===== src/verilog/avl_pkg.sv =====
package avl_pkg;

  typedef logic [31:0] addr_t;
  typedef logic [31:0] data_t;
  typedef logic [3:0] strb_t;  // Bit n selects byte n

  typedef struct packed {
    logic  valid;
    addr_t addr;
  } fetch_req_t;

  typedef struct packed {
    logic  valid;
    addr_t addr;
    data_t wdata;
    strb_t wstrb;  // All zero means read
  } mem_req_t;

  typedef struct packed {
    data_t rdata;
    logic  ready;
  } mem_rsp_t;

  typedef struct packed {
    addr_t address;
    strb_t byteenable;
    logic  read;
    logic  write;
    data_t writedata;
  } avl_cmd_t;

  typedef struct packed {
    data_t readdata;
    logic  waitrequest;
    logic  readdatavalid;
  } avl_rsp_t;

  typedef enum logic [1:0] {idle, load, store} bridge_state_t;
  typedef enum logic [1:0] {ram_idle, ram_wait, ram_reply} ram_state_t;
  typedef enum logic [1:0] {grant_none, grant_data, grant_fetch} grant_t;

  localparam int ram_words = 256;
  localparam int ram_index_bits = 8;  // Word index is address[9:2]
  localparam int wait_cycles = 2;
  localparam int wait_bits = $clog2(wait_cycles + 1);

  typedef logic [wait_bits-1:0] wait_cnt_t;

endpackage


===== src/verilog/avl_arbiter.sv =====
module avl_arbiter (
  input  logic                 clk,
  input  logic                 rst,
  input  avl_pkg::fetch_req_t  fetch_req,
  output avl_pkg::mem_rsp_t    fetch_rsp,
  input  avl_pkg::mem_req_t    data_req,
  output avl_pkg::mem_rsp_t    data_rsp,
  output avl_pkg::mem_req_t    bus_req,
  input  avl_pkg::mem_rsp_t    bus_rsp
);

  avl_pkg::grant_t   owner;
  avl_pkg::grant_t   grant;
  avl_pkg::mem_req_t fetch_wide;

  // Fetch never writes, so the strobe stays zero
  always_comb begin
    fetch_wide.valid = fetch_req.valid;
    fetch_wide.addr = fetch_req.addr;
    fetch_wide.wdata = '0;
    fetch_wide.wstrb = '0;
  end

  always_comb begin
    grant = owner;
    if (owner == avl_pkg::grant_none) begin
      if (data_req.valid) begin
        grant = avl_pkg::grant_data;  // Data port has priority
      end else if (fetch_req.valid) begin
        grant = avl_pkg::grant_fetch;
      end
    end
  end

  always_comb begin
    case (grant)
      avl_pkg::grant_data: begin
        bus_req = data_req;
      end
      avl_pkg::grant_fetch: begin
        bus_req = fetch_wide;
      end
      default: begin
        bus_req = '0;
      end
    endcase
  end

  always_comb begin
    data_rsp.ready = bus_rsp.ready && (owner == avl_pkg::grant_data);
    data_rsp.rdata = (owner == avl_pkg::grant_data) ? bus_rsp.rdata : '0;
    fetch_rsp.ready = bus_rsp.ready && (owner == avl_pkg::grant_fetch);
    fetch_rsp.rdata = (owner == avl_pkg::grant_fetch) ? bus_rsp.rdata : '0;
  end

  always_ff @(posedge clk) begin
    if (!rst) begin
      owner <= avl_pkg::grant_none;
    end else if (bus_rsp.ready) begin
      owner <= avl_pkg::grant_none;  // Release on completion
    end else begin
      owner <= grant;
    end
  end

  // Ready only reaches a port that is still requesting
  assert property (@(posedge clk) disable iff (!rst)
    data_rsp.ready |-> data_req.valid);
  assert property (@(posedge clk) disable iff (!rst)
    fetch_rsp.ready |-> fetch_req.valid);

endmodule


===== config.mk =====
export PLATFORM = sky130hd
export DESIGN_NAME = avl_arbiter
export DESIGN_NICKNAME = d
export VERILOG_FILES = /design/src/verilog/avl_pkg.sv /design/src/verilog/avl_arbiter.sv
export SDC_FILE = /design/constraint.sdc
export NUM_CORES = 1
export LEC_CHECK = 0
export BUFFER_PORTS_ARGS = -buffer_cell sky130_fd_sc_hd__buf_2
export CAP_MARGIN = 30
export CORE_AREA = 2 2 105 107
export CTS_CLUSTER_DIAMETER = 50
export DETAILED_ROUTE_END_ITERATION = 8
export DIE_AREA = 0 0 107 109
export GPL_ROUTABILITY_DRIVEN = 0
export GPL_TIMING_DRIVEN = 0
export HOLD_SLACK_MARGIN = 0.15
export SLEW_MARGIN = 20
export SYNTH_ARGS = -nofsm -noshare
export SYNTH_HDL_FRONTEND = slang
export SYNTH_SLANG_ARGS = --single-unit

===== constraint.sdc =====
create_clock -name clk -period 5.5 [get_ports clk]
set_input_delay 1.1 -clock clk [delete_from_list [all_inputs] [get_ports clk]]
set_output_delay 1.1 -clock clk [all_outputs]
set_load 0.005 [all_outputs]

==> out/metrics.yaml <==
finish:
  final_util_pct: 27.0
  reg_top3: "owner x2"
  antenna_cells: 0
  nFillCells: 1238
  drive_above_1_share_pct: 61.7
  multi_input_area_sq_mm: 0.00112
  areaGrowthSynthToFinish_pct: 122
  seq_area_sq_um: 40.0
  largest_reg_flops: 2
  top_register: "owner"
  fin_nets: 621
power_and_ir_drop:
  power.internal_uw: 174
  clkPwrFrac_pct: 20.2
  power_density_mw_per_mm2: 100
  combPwrFrac_pct: 74.2
  p_seq_share_pct: 5.6
  finalPower_uw: 287
  switching_share_pct: 39.4
  p_sw_uw: 113
  peakVddDrop_uv: 71.0
  leakage_uw: 0.00188
synth:
  synth_area_sq_mm: 0.00129
  synth-edff-count: 0
  ys_ff_latch: 2
  ys.flop_type: "dfxtp_1"
  yosysTopAreaCell: "and2_1"
  seq_area_frac_synth_pct: 3.09
  async_flop_share_pct: 0
  yosys-top-cells-area: "and2_1 50%, a22oi_1 19%, nor2_1 9.9%, buf_2 3.1%, dfxtp_1 3.1%"
  syn_area_per_cell_sq_um: 6.28
  syn_nets: 345
  synth_cell_types: 20
  synth_common_cells: "103 x and2_1, 34 x nor2_1, 33 x a22oi_1"
  synth.top_cell.area_share_pct: 49.8
  netlist_instances: 206
  yosys_warnings: 0
  yosysMostFrequentCell: "and2_1"
critical_path:
  crit_fanout: 10
  path_class: "input pin to primary output"
  cp_top_family: "buffers and inverters"
  cp.arrival_ps: 2760
  r2r_slack_ps: 4650
  setup.worst_path.start_class: "input pin"
  worstPathRequired_ps: 4400
  cpMostUsedCell: "buf_2"
  worst-path-buf-inv: 4
  slowest_delay_ps: 390
  cp_slowest_cell: "clkbuf_1"
  path_cells: "buf_2, nor3b_1, or2_2, ha_1, buf_2, clkbuf_1, nor2_1, buf_2"
  crit_path_end_kind: "primary output"
clock_tree:
  clk_pin_slew_ps: 30
  numCtsBuffers: 3
  cts_setup_buffers: 0
  hold_buffers: 0
  cts-resized-gates: 0
  h-tree-depth: 1
  cts_tree: "yes"
  clock_path_buffers: 2
  clkSinkCount: 2
  clk_latency_ps: 210
  root_buffer: "clkbuf_8"
drt:
  drc_errors: 0
  avgViaCountPerCell: 3.87
  final_antenna_net_count: 0
  drtIter0Drc: 54
  drtPass1Iterations: 4
  finalWirelength_um: 7690
  vias: 2398
  wire_per_inst_um: 12.4
timing:
  layout_min_cycle_time_ps: 3860
  fmax_mhz: 259
  setup_tns_ps: 0
  finalCritPeriodShare_pct: 70.2
  rsz0062_at_grt: "false"
  tightest_slew_ps: 442
  slew_headroom_pct: 70.5
  maxSlewViolCount: 0
  finalSetupViolCount: 0
  finalHoldViolCount: 0
  skew_ps: 0.892
grt:
  grt_use_total_pct: 11.4
  grt_max_degree: 11
  grt_pass1_wl_um: 10500
  grt_overflow: 0
  grt_pass1_vias: 2148
  grt_antenna_before_repair: 0
run:
  drv_cap: 0
floorplanning:
  die_y_um: 109
  fp-row-count: 38
  core_area_sq_mm: 0.0106
  die_w_um: 107
  start_util_pct: 12.2
  num_io_pins: 272
  dieArea_sq_mm: 0.0117
status:
  status: "finished clean"
hold_path:
  hold_class: "register to register"
place:
  dp_hpwl_um: 6940
  port_buffers: 271
==> power by group through the flow <==
stage / Clock (uW) / Sequential, uW / Combinational (uW)
2_1_floorplan: 0 / 15.9 / 96.9
3_3_place_gp: 0 / 16.1 / 216
4_1_cts: 59.9 / 16.0 / 218
6_report: 58.0 / 16.0 / 213
5_1_grt: 62.9 / 16.2 / 239
3_5_place_dp: 0 / 16.2 / 217
==> routing by layer <==
metal  vias up  track usage, %  share of wire, %
met3         6            1.91               9.7
met1      1006            11.8                36
li1       1219               -                 -
met5         -               0                 0
met2       167            23.8                54
met4         0            2.41              0.53
==> placed cells by master, fill, tap and decap left out, drive strengths merged <==
master  instances
o21ba           1
a22oi          33
dfxtp           2
ha              2
buf           286
nor2           34
and2          103
inv             1
nor2b           2
a21oi           1
nand2           1
nor3b           1
nand2b          2
or2             1
clkbuf          9
and2b           1
==> worst register-to-register path: cells and delay by family (launching register included) <==
kind	cells	cell delay (ps)
DFF	1	320
and+or+nand+nor	1	300
AOI/OAI and AO/OA	1	170
==> stage by stage <==
step	worst slack (ps)	cell area [sq um]	hold slack (ps)	instances
after CTS	1560	2870	522	620
after floorplan	2030	1290	472	206
after global placement	1560	2830	513	617
after global routing	1510	2870	566	620
after detailed placement	1570	2830	516	617
final	1640	2870	520	620
==> layout make-up <==
type                            count  area share (%)
Timing Repair Buffer              271            47.3
Tap cell                          140            6.11
Multi-Input combinational cell    182            39.1
Clock buffer                        3            1.44
Inverter                            1           0.131
Buffer                             21            4.54
Sequential cell                     2            1.40
==> worst paths after layout <==
check	endpoint	depth (start not counted)	startpoint
setup / recovery	bus_req[39]	8	fetch_req[32]
hold / removal	owner[0]$_SDFF_PP0_	2	owner[0]$_SDFF_PP0_
setup reg to reg	owner[1]$_SDFF_PP0_	2	owner[0]$_SDFF_PP0_
hold reg to reg	owner[0]$_SDFF_PP0_	2	owner[0]$_SDFF_PP0_
==> kinds of logic (layout without fill, tap and decap cells) <==
logic type	count (synthesis)	after routing	synth area share, %
adders and majority gates	2	2	1.93
buffers and inverters	22	296	10.3
AOI/OAI and AO/OA	35	35	20.3
DFF	2	2	3.09
and+or+nand+nor	145	145	64.3
(Power assumes the default switching activity.)
