## src/verilog/avl_pkg.sv

```systemverilog
package avl_pkg;

  typedef logic [31:0] addr_t;
  typedef logic [31:0] data_t;
  typedef logic [3:0] strb_t;  // Bit n selects byte n

  typedef struct packed {
    logic  valid;
    addr_t addr;
  } fetch_req_t;

  typedef struct packed {
    logic  valid;
    addr_t addr;
    data_t wdata;
    strb_t wstrb;  // All zero means read
  } mem_req_t;

  typedef struct packed {
    data_t rdata;
    logic  ready;
  } mem_rsp_t;

  typedef struct packed {
    addr_t address;
    strb_t byteenable;
    logic  read;
    logic  write;
    data_t writedata;
  } avl_cmd_t;

  typedef struct packed {
    data_t readdata;
    logic  waitrequest;
    logic  readdatavalid;
  } avl_rsp_t;

  typedef enum logic [1:0] {idle, load, store} bridge_state_t;
  typedef enum logic [1:0] {ram_idle, ram_wait, ram_reply} ram_state_t;
  typedef enum logic [1:0] {grant_none, grant_data, grant_fetch} grant_t;

  localparam int ram_words = 256;
  localparam int ram_index_bits = 8;  // Word index is address[9:2]
  localparam int wait_cycles = 2;
  localparam int wait_bits = $clog2(wait_cycles + 1);

  typedef logic [wait_bits-1:0] wait_cnt_t;

endpackage

```

## src/verilog/avl.sv

```systemverilog
module avl (
  input  logic               clk,
  input  logic               rst,
  input  avl_pkg::mem_req_t  bus_req,
  output avl_pkg::mem_rsp_t  bus_rsp,
  output avl_pkg::avl_cmd_t  avl_cmd,
  input  avl_pkg::avl_rsp_t  avl_rsp
);

  avl_pkg::bridge_state_t state;
  avl_pkg::bridge_state_t state_next;
  avl_pkg::avl_cmd_t      cmd_new;
  avl_pkg::avl_cmd_t      cmd_reg;

  // Command built straight from the request
  always_comb begin
    cmd_new.address = bus_req.addr;
    cmd_new.byteenable = bus_req.wstrb;
    cmd_new.writedata = bus_req.wdata;
    cmd_new.read = bus_req.valid & ~(|bus_req.wstrb);
    cmd_new.write = bus_req.valid & (|bus_req.wstrb);
  end

  // Held copy drives the bus once a transfer is under way
  assign avl_cmd = (state == avl_pkg::idle) ? cmd_new : cmd_reg;

  always_comb begin
    state_next = state;
    bus_rsp.rdata = '0;
    bus_rsp.ready = 1'b0;
    case (state)
      avl_pkg::idle: begin
        if (cmd_new.read) begin
          state_next = avl_pkg::load;
        end else if (cmd_new.write) begin
          state_next = avl_pkg::store;
        end
      end
      avl_pkg::load: begin
        if (!avl_rsp.waitrequest && avl_rsp.readdatavalid) begin
          state_next = avl_pkg::idle;
          bus_rsp.rdata = avl_rsp.readdata;
          bus_rsp.ready = 1'b1;
        end
      end
      avl_pkg::store: begin
        if (!avl_rsp.waitrequest) begin  // Write accepted
          state_next = avl_pkg::idle;
          bus_rsp.ready = 1'b1;
        end
      end
      default: begin
        state_next = avl_pkg::idle;
      end
    endcase
  end

  always_ff @(posedge clk) begin
    if (!rst) begin
      state <= avl_pkg::idle;
      cmd_reg.read <= 1'b0;
      cmd_reg.write <= 1'b0;
    end else begin
      state <= state_next;
      cmd_reg <= avl_cmd;
    end
  end

  // A stalled command stays on the bus until accepted
  assert property (@(posedge clk) disable iff (!rst)
    (avl_cmd.read || avl_cmd.write) && avl_rsp.waitrequest |=> $stable(avl_cmd));

endmodule

```

## config.mk

```make
export PLATFORM = sky130hd
export DESIGN_NAME = avl
export DESIGN_NICKNAME = d
export VERILOG_FILES = /design/src/verilog/avl_pkg.sv /design/src/verilog/avl.sv
export SDC_FILE = /design/constraint.sdc
export NUM_CORES = 1
export LEC_CHECK = 0
export BUFFER_PORTS_ARGS = -buffer_cell sky130_fd_sc_hd__buf_2
export CAP_MARGIN = 25
export CORE_ASPECT_RATIO = 1.4
export CORE_MARGIN = 2
export CORE_UTILIZATION = 29
export CTS_CLUSTER_SIZE = 8
export DETAILED_ROUTE_END_ITERATION = 10
export GPL_TIMING_DRIVEN = 0
export PLACE_DENSITY = 0.55
export SLEW_MARGIN = 5
export SYNTH_ARGS = -nofsm -noshare
export SYNTH_HDL_FRONTEND = slang
export SYNTH_SLANG_ARGS = --single-unit
```

## constraint.sdc

```tcl
create_clock -name clk -period 2.1 [get_ports clk]
set_input_delay 0.21 -clock clk [delete_from_list [all_inputs] [get_ports clk]]
set_output_delay 0.21 -clock clk [all_outputs]
set_load 0.1 [all_outputs]
```

==> results of run 1 <==
[worst paths after layout]
kind	endpoint	slack, ps	depth (start not counted)
hold / removal	cmd_reg[10]	210	2
setup / recovery	avl_cmd[2]	120	6
setup reg to reg	state[1]	570	6
hold reg to reg	state[1]	510	2
[synth_stat cells]
master,number,share of area [%]
edfxtp_1,68,61
mux2_2,68,23
and2_1,34,6.4
buf_2,7,1.0
inv_1,6,0.67
nand2_1,5,0.56
dfxtp_1,4,2.4
ha_1,4,1.5
clkbuf_1,3,0.34
o22ai_1,3,0.56
a21oi_1,1,0.15
a221o_1,1,0.30
a222oi_1,1,0.30
buf_4,1,0.23
nand2b_1,1,0.19
nor2_1,1,0.11
nor3b_1,1,0.23
nor4_1,1,0.19
o22ai_2,1,0.37
or4_4,1,0.34
[worst max-delay path, delay by kind of cell (launching register included)]
family | cells | cell delay (ps)
mux | 1 | 370
flops | 1 | 340
fa+ha+maj | 1 | 140
buf+inv | 4 | 580
[area by class of cell]
class                   instances  area (um2)
flip-flops and latches         72        2122
clock buffers                  10       229.0
well taps                     144       180.2
inverters                       6       22.52
repair buffers                209        1622
plain buffers                  11       115.1
diodes                          1       2.502
clock inverters                 5       72.57
multi-input cells             123        1171
fillers                      1016        5744
[repair_timing]
action                     4_1_cts  5_1_grt
cloned                           0        1
setup endpoints to repair      100       98
resized for setup              132       81
[logic make-up (layout without fill, tap and decap cells)]
logic type / Yosys count / in the layout / share of synthesized area (%)
AND/OR/NAND/NOR: 44 / 44 / 7.987
buffers and inverters: 17 / 241 / 2.287
other: 0 / 1 / 0
multiplexers: 68 / 68 / 22.95
flip-flops: 72 / 72 / 63.59
AO/OA/AOI/OAI: 7 / 7 / 1.687
adder cells (fa/ha/maj): 4 / 4 / 1.500
[per-layer routing]
| layer | vias up | GRT usage (%) | share of wire, % |
|---|---|---|---|
| met5 | - | 0 | 0 |
| met4 | 0 | 4.348 | 0.98 |
| met3 | 7 | 5.562 | 9.3 |
| met2 | 146 | 25.66 | 55 |
| met1 | 1196 | 13.15 | 35 |
| li1 | 1228 | - | - |
[through the flow]
| step | cells | instance area (um2) | hold WS (ps) | worst slack [ps] |
|---|---|---|---|---|
| after floorplan | 212 | 3348 | 322.5 | 12.67 |
| after global placement | 563 | 4564 | 483.4 | 87.75 |
| after detailed placement | 564 | 4587 | 499.6 | 66.07 |
| after CTS | 579 | 5243 | 189.0 | -46.51 |
| after global routing | 580 | 5534 | 197.6 | 18.53 |
| final | 581 | 5537 | 213.6 | 119.8 |
[power by group through the flow]
stage | registers [mW] | logic (mW) | clock network (mW)
2_1_floorplan | 1.78 | 1.50 | 0
3_3_place_gp | 1.79 | 1.81 | 0
3_5_place_dp | 1.79 | 1.82 | 0
4_1_cts | 1.76 | 1.98 | 1.61
5_1_grt | 1.77 | 2.16 | 1.67
6_report | 1.76 | 2.09 | 1.55
[layout by cell type (no fill, tap or decap), drive strengths merged]
cell	synthesis	final
o22ai	4	4
buf	8	217
dfxtp	4	4
nor3b	1	1
ha	4	4
inv	6	6
clkbuf	3	13
diode	0	1
mux2	68	68
bufinv	0	2
nand2b	1	1
nor2	1	1
and2	34	34
or4	1	1
clkinv	0	3
a222oi	1	1
a221o	1	1
a21oi	1	1
nor4	1	1
edfxtp	68	68
nand2	5	5
==> flow_summary.yaml, run 1 <==
cts:
  clk_latency_ps: 320
  cts_inserted_buffers: 9
  root_buffer: "clkbuf_16"
  cts.sink_count: 72
  clock_path_buffers: 2
  cts_setup_buffers: 0
  cts_htree_levels: 3
  postCtsHoldBufs: 0
  clk_pin_slew_ps: 50
  cts_tree: "done"
synthesis:
  yosysSeqAreaShare_pct: 63.59
  syn_inst: 212
  postSynthAreaPerCell_um2: 15.74
  synth.distinct_cells: 20
  synth-seq-cells: 72
  synth_area_mm2: 0.003337
  yosys_warnings: 0
  syn_nets: 321
grt:
  grt.total_usage_pct: 13.54
  antenna_found_initial: 1
  grt_pass1_vias: 2642
  grt-ovfl-total: 0
  grt_pass1_wl_um: 12540
  grt_max_degree: 39
power_and_ir_drop:
  clockPowerShare_pct: 28.7
  pwr-share-comb_pct: 38.6
  p_switching_mw: 2.054
  p_int_mw: 3.343
  power_mw: 5.397
  pwr_density_cell_mw_per_mm2: 974.8
  swShare_pct: 38.05
  seqPwrFrac_pct: 32.6
  peakVddDrop_mv: 0.4436
  leakage_nw: 2.405
flow_run:
  drv_cap: 0
die:
  fp-row-count: 46
  start_util_pct: 29.58
  die_area_mm2: 0.01239
  fp.coreArea_mm2: 0.01128
  die_w_um: 94.66
  die_y_um: 130.9
  ioPinCount: 208
critical_path:
  arrival_ps: 1770
  crit_slowest_cell: "mux2_2"
  r2r_start: "state[0]"
  worstPathRequired_ps: 1890
  crit_path_cell_trace: "inv_2, ha_4, buf_4, buf_6, mux2_2, buf_6"
  crit_type: "reg -> out"
  critPathCaptureType: "output port"
  worst-path-max-fanout: 10
  startpoint_type: "register"
  slowest_delay_ps: 370
  cp_common_cell: "buf_6"
  crit_start: "state[0]"
timing:
  max_freq_mhz: 505.0
  tns_ps: 0
  setup_viol: 0
  relSlewSlack_pct: 67.12
  rsz0062_at_grt: "no"
  tightest_slew_ps: 493.2
  slew_viol_final: 0
  finalCriticalPeriod_ps: 1980
  skew_ps: 7.627
  min_period_over_period_pct: 94.29
  hold_viol: 0
placement:
  place_congestion: 0.9015
  dp_hpwl_um: 6700
  io_buffers: 207
min_path:
  hold_start: "bus_req[14]"
  hold_path.class: "in -> reg"
routing:
  vias: 2577
  drt_first_pass_iters: 4
  routed_wl_um: 8747
  ant_nets: 0
  wire_per_inst_um: 15.06
  vias_per_cell: 4.435
  drt-initial-drc-count: 54
  remaining_drc_errors: 0
final_layout:
  syn_to_final_growth_pct: 65.92
  largest_reg_flops: 70
  drive_gt1_share_pct: 70.87
  nNetsFinal: 541
  final_util_pct: 49.08
run_status:
  status: "finished, final reports clean"
Power figures use the tool's default switching activity.
==> inputs of run 2 (changes only) <==
--- a/config.mk
+++ b/config.mk
@@ -7,13 +7,15 @@
 export LEC_CHECK = 0
 export BUFFER_PORTS_ARGS = -buffer_cell sky130_fd_sc_hd__buf_2
 export CAP_MARGIN = 25
+export CELL_PAD_IN_SITES_DETAIL_PLACEMENT = 1
+export CELL_PAD_IN_SITES_GLOBAL_PLACEMENT = 2
 export CORE_ASPECT_RATIO = 1.4
 export CORE_MARGIN = 2
-export CORE_UTILIZATION = 29
+export CORE_UTILIZATION = 26
 export CTS_CLUSTER_SIZE = 8
 export DETAILED_ROUTE_END_ITERATION = 10
 export GPL_TIMING_DRIVEN = 0
-export PLACE_DENSITY = 0.55
+export PLACE_DENSITY = 0.76
 export SLEW_MARGIN = 5
 export SYNTH_ARGS = -nofsm -noshare
 export SYNTH_HDL_FRONTEND = slang
==> constraint.sdc (replaced) <==
create_clock -name clk -period 1.95 [get_ports clk]
set_input_delay 0.195 -clock clk [delete_from_list [all_inputs] [get_ports clk]]
set_output_delay 0.195 -clock clk [all_outputs]
set_load 0.1 [all_outputs]
==> run 2 against run 1 <==
The flow now finishes with violations (setup timing). Worst setup slack lost 130 ps. Cell count increased by 1.9%. Total power rose by 19%. Largest cell class is now buffers. Critical endpoint is now avl_cmd[69]. Clock-buffer cell count is 1 lower.
==> flow_summary.yaml, run 2 (synthesis results as in run 1) <==
placement:
  dpl.cell_count: 573
  dp_hpwl_um: 7110
  io_buffers: 207
  place_congestion: 0.6818
  place_worst_setup_slack_ps: -107.1
routing:
  remaining_drc_errors: 0
  ant_nets: 0
  wire_per_inst_um: 18.36
  vias_per_cell: 4.551
  vias: 2694
  drt-initial-drc-count: 54
  routed_wl_um: 10870
  drt_first_pass_iters: 4
  met3_length_um: 1065
  routed.top_layer: "met4"
  wl_met2_um: 6008
  wl_met1_um: 3650
power_and_ir_drop:
  pwr_density_cell_mw_per_mm2: 975.8
  leakage_nw: 2.968
  peakVddDrop_mv: 0.5667
grt:
  antenna_found_initial: 0
  grt.total_usage_pct: 14.17
  grt_pass1_wl_um: 15260
  grt-ovfl-total: 0
  grt_pass1_vias: 2917
  grt_max_degree: 56
cts:
  cts_inserted_buffers: 9
  cts_tree: "done"
  root_buffer: "clkbuf_16"
  cts.sink_count: 72
  clk_pin_slew_ps: 60
  clk_latency_ps: 330
  cts_htree_levels: 3
  postCtsHoldBufs: 0
  clock_path_buffers: 2
final_layout:
  drive_gt1_share_pct: 73.12
  largest_reg_flops: 70
  multi_input_area_mm2: 0.001389
  fin_cells: 592
  seqCellArea_mm2: 0.002127
  layout_common_cells: "buf_2, buf_12, edfxtp_1, mux2_4, buf_6"
  nNetsFinal: 545
  nFillCells: 1241
  num_antenna_cells: 0
  final_common_cell: "buf_2"
  syn_to_final_growth_pct: 97.30
critical_path:
  critPathBufInv: 4
  crit_slowest_cell: "mux2_2"
  startpoint_type: "register"
  arrival_ps: 1770
  crit_type: "reg -> out"
  critPathTopFamily: "buffers and inverters"
  reg2reg_depth: 6
  critPathCaptureType: "output port"
  reg2reg_slack_ps: 360
  cp_common_cell: "buf_12"
  worst-path-max-fanout: 10
  r2r_start: "state[1]"
  slowest_delay_ps: 360
  crit_path_cell_trace: "inv_2, ha_4, buf_12, buf_12, mux2_2, buf_6"
  r2r-end: "cmd_reg[7]"
  worstPathRequired_ps: 1750
run_status:
  violations: "setup timing"
  status: "complete, but fails checks"
timing:
  setup_viol: 1
  skew_ps: 6.186
  tns_ps: -13.45
  max_freq_mhz: 509.3
  whs_ps: 203.4
  hold_viol: 0
  tightest_slew_ps: 530.9
  fin_ws_ps: -13.45
  relSlewSlack_pct: 64.28
  finalCriticalPeriod_ps: 1963
  min_period_over_period_pct: 100.7
  slew_viol_final: 0
  rsz0062_at_grt: "yes"
min_path:
  min_to: "cmd_reg[20]"
  hold_path.class: "in -> reg"
  hold_start: "bus_req[24]"
  whs_path_depth: 2
die:
  die_area_mm2: 0.01377
  die_y_um: 138.0
  fp-row-count: 49
  ioPinCount: 208
  start_util_pct: 26.29
  fp.coreArea_mm2: 0.01269
  die_w_um: 99.75
flow_run:
  drv_cap: 0
## run 2: changes by cell type in the layout (fill, tap and decap cells not counted), moves of 4 or more
cell / delta
and2_1: -4
buf_12: +74
buf_8: -6
buf_6: -44
buf_4: -19
and2_4: +5
mux2_2: -53
mux2_4: +53
## run 2: metrics by stage
stage	power (mW)	instance area, um2	util [%]
floorplan	3.536	3356	-
global placement	3.868	4583	36.11
detailed placement	3.901	4613	36.35
CTS	6.083	5841	46.02
global route	6.626	6584	51.88
finish	6.425	6584	51.88
## run 2: routing by layer
layer  up-vias  GRT usage (%)
met5         -              0
met4         0          4.686
met3         9          5.460
met2       153          26.17
met1      1297          14.35
li1       1235              -
## run 2: layout make-up
class                   instances  area share, %
inverters                       6         0.3801
well taps                     153          2.908
plain buffers                  11          2.699
multi-input cells             123          21.09
clock buffers                   9          3.421
flip-flops and latches         72          32.31
clock inverters                 5          1.273
repair buffers                213          35.92
## run 2: worst max path at each step
stage	from	to	slack [ps]	cells past startpoint
after detailed placement	state[1]	bus_rsp[16]	-110	7
after global placement	state[0]	avl_cmd[66]	-40	6
after floorplan	state[0]	bus_rsp[0]	-120	3
final	state[1]	avl_cmd[69]	-10	6
after CTS	state[0]	avl_cmd[3]	-40	6
after global routing	state[1]	avl_cmd[69]	-80	6
## run 2: repair_timing
action / CTS / global route
pin swaps: 0 / 1
resized for setup: 278 / 168
setup buffers: 0 / 2
cloned: 1 / 2
hold endpoints to repair: 0 / 0
endpoints found under the setup margin: 102 / 94
## run 2: power breakdown
part	switching (mW)	total [mW]	internal, mW
logic	1.73	2.79	1.06
registers	0.0387	1.90	1.86
clock network	0.624	1.73	1.11
total	2.39	6.42	4.03
## run 2: worst register-to-register path: cells and delay by family (launching register included)
kind,cells,cell delay [ps]
muxes,1,320
adders and majority gates,1,180
DFF,1,330
buffers and inverters,4,530
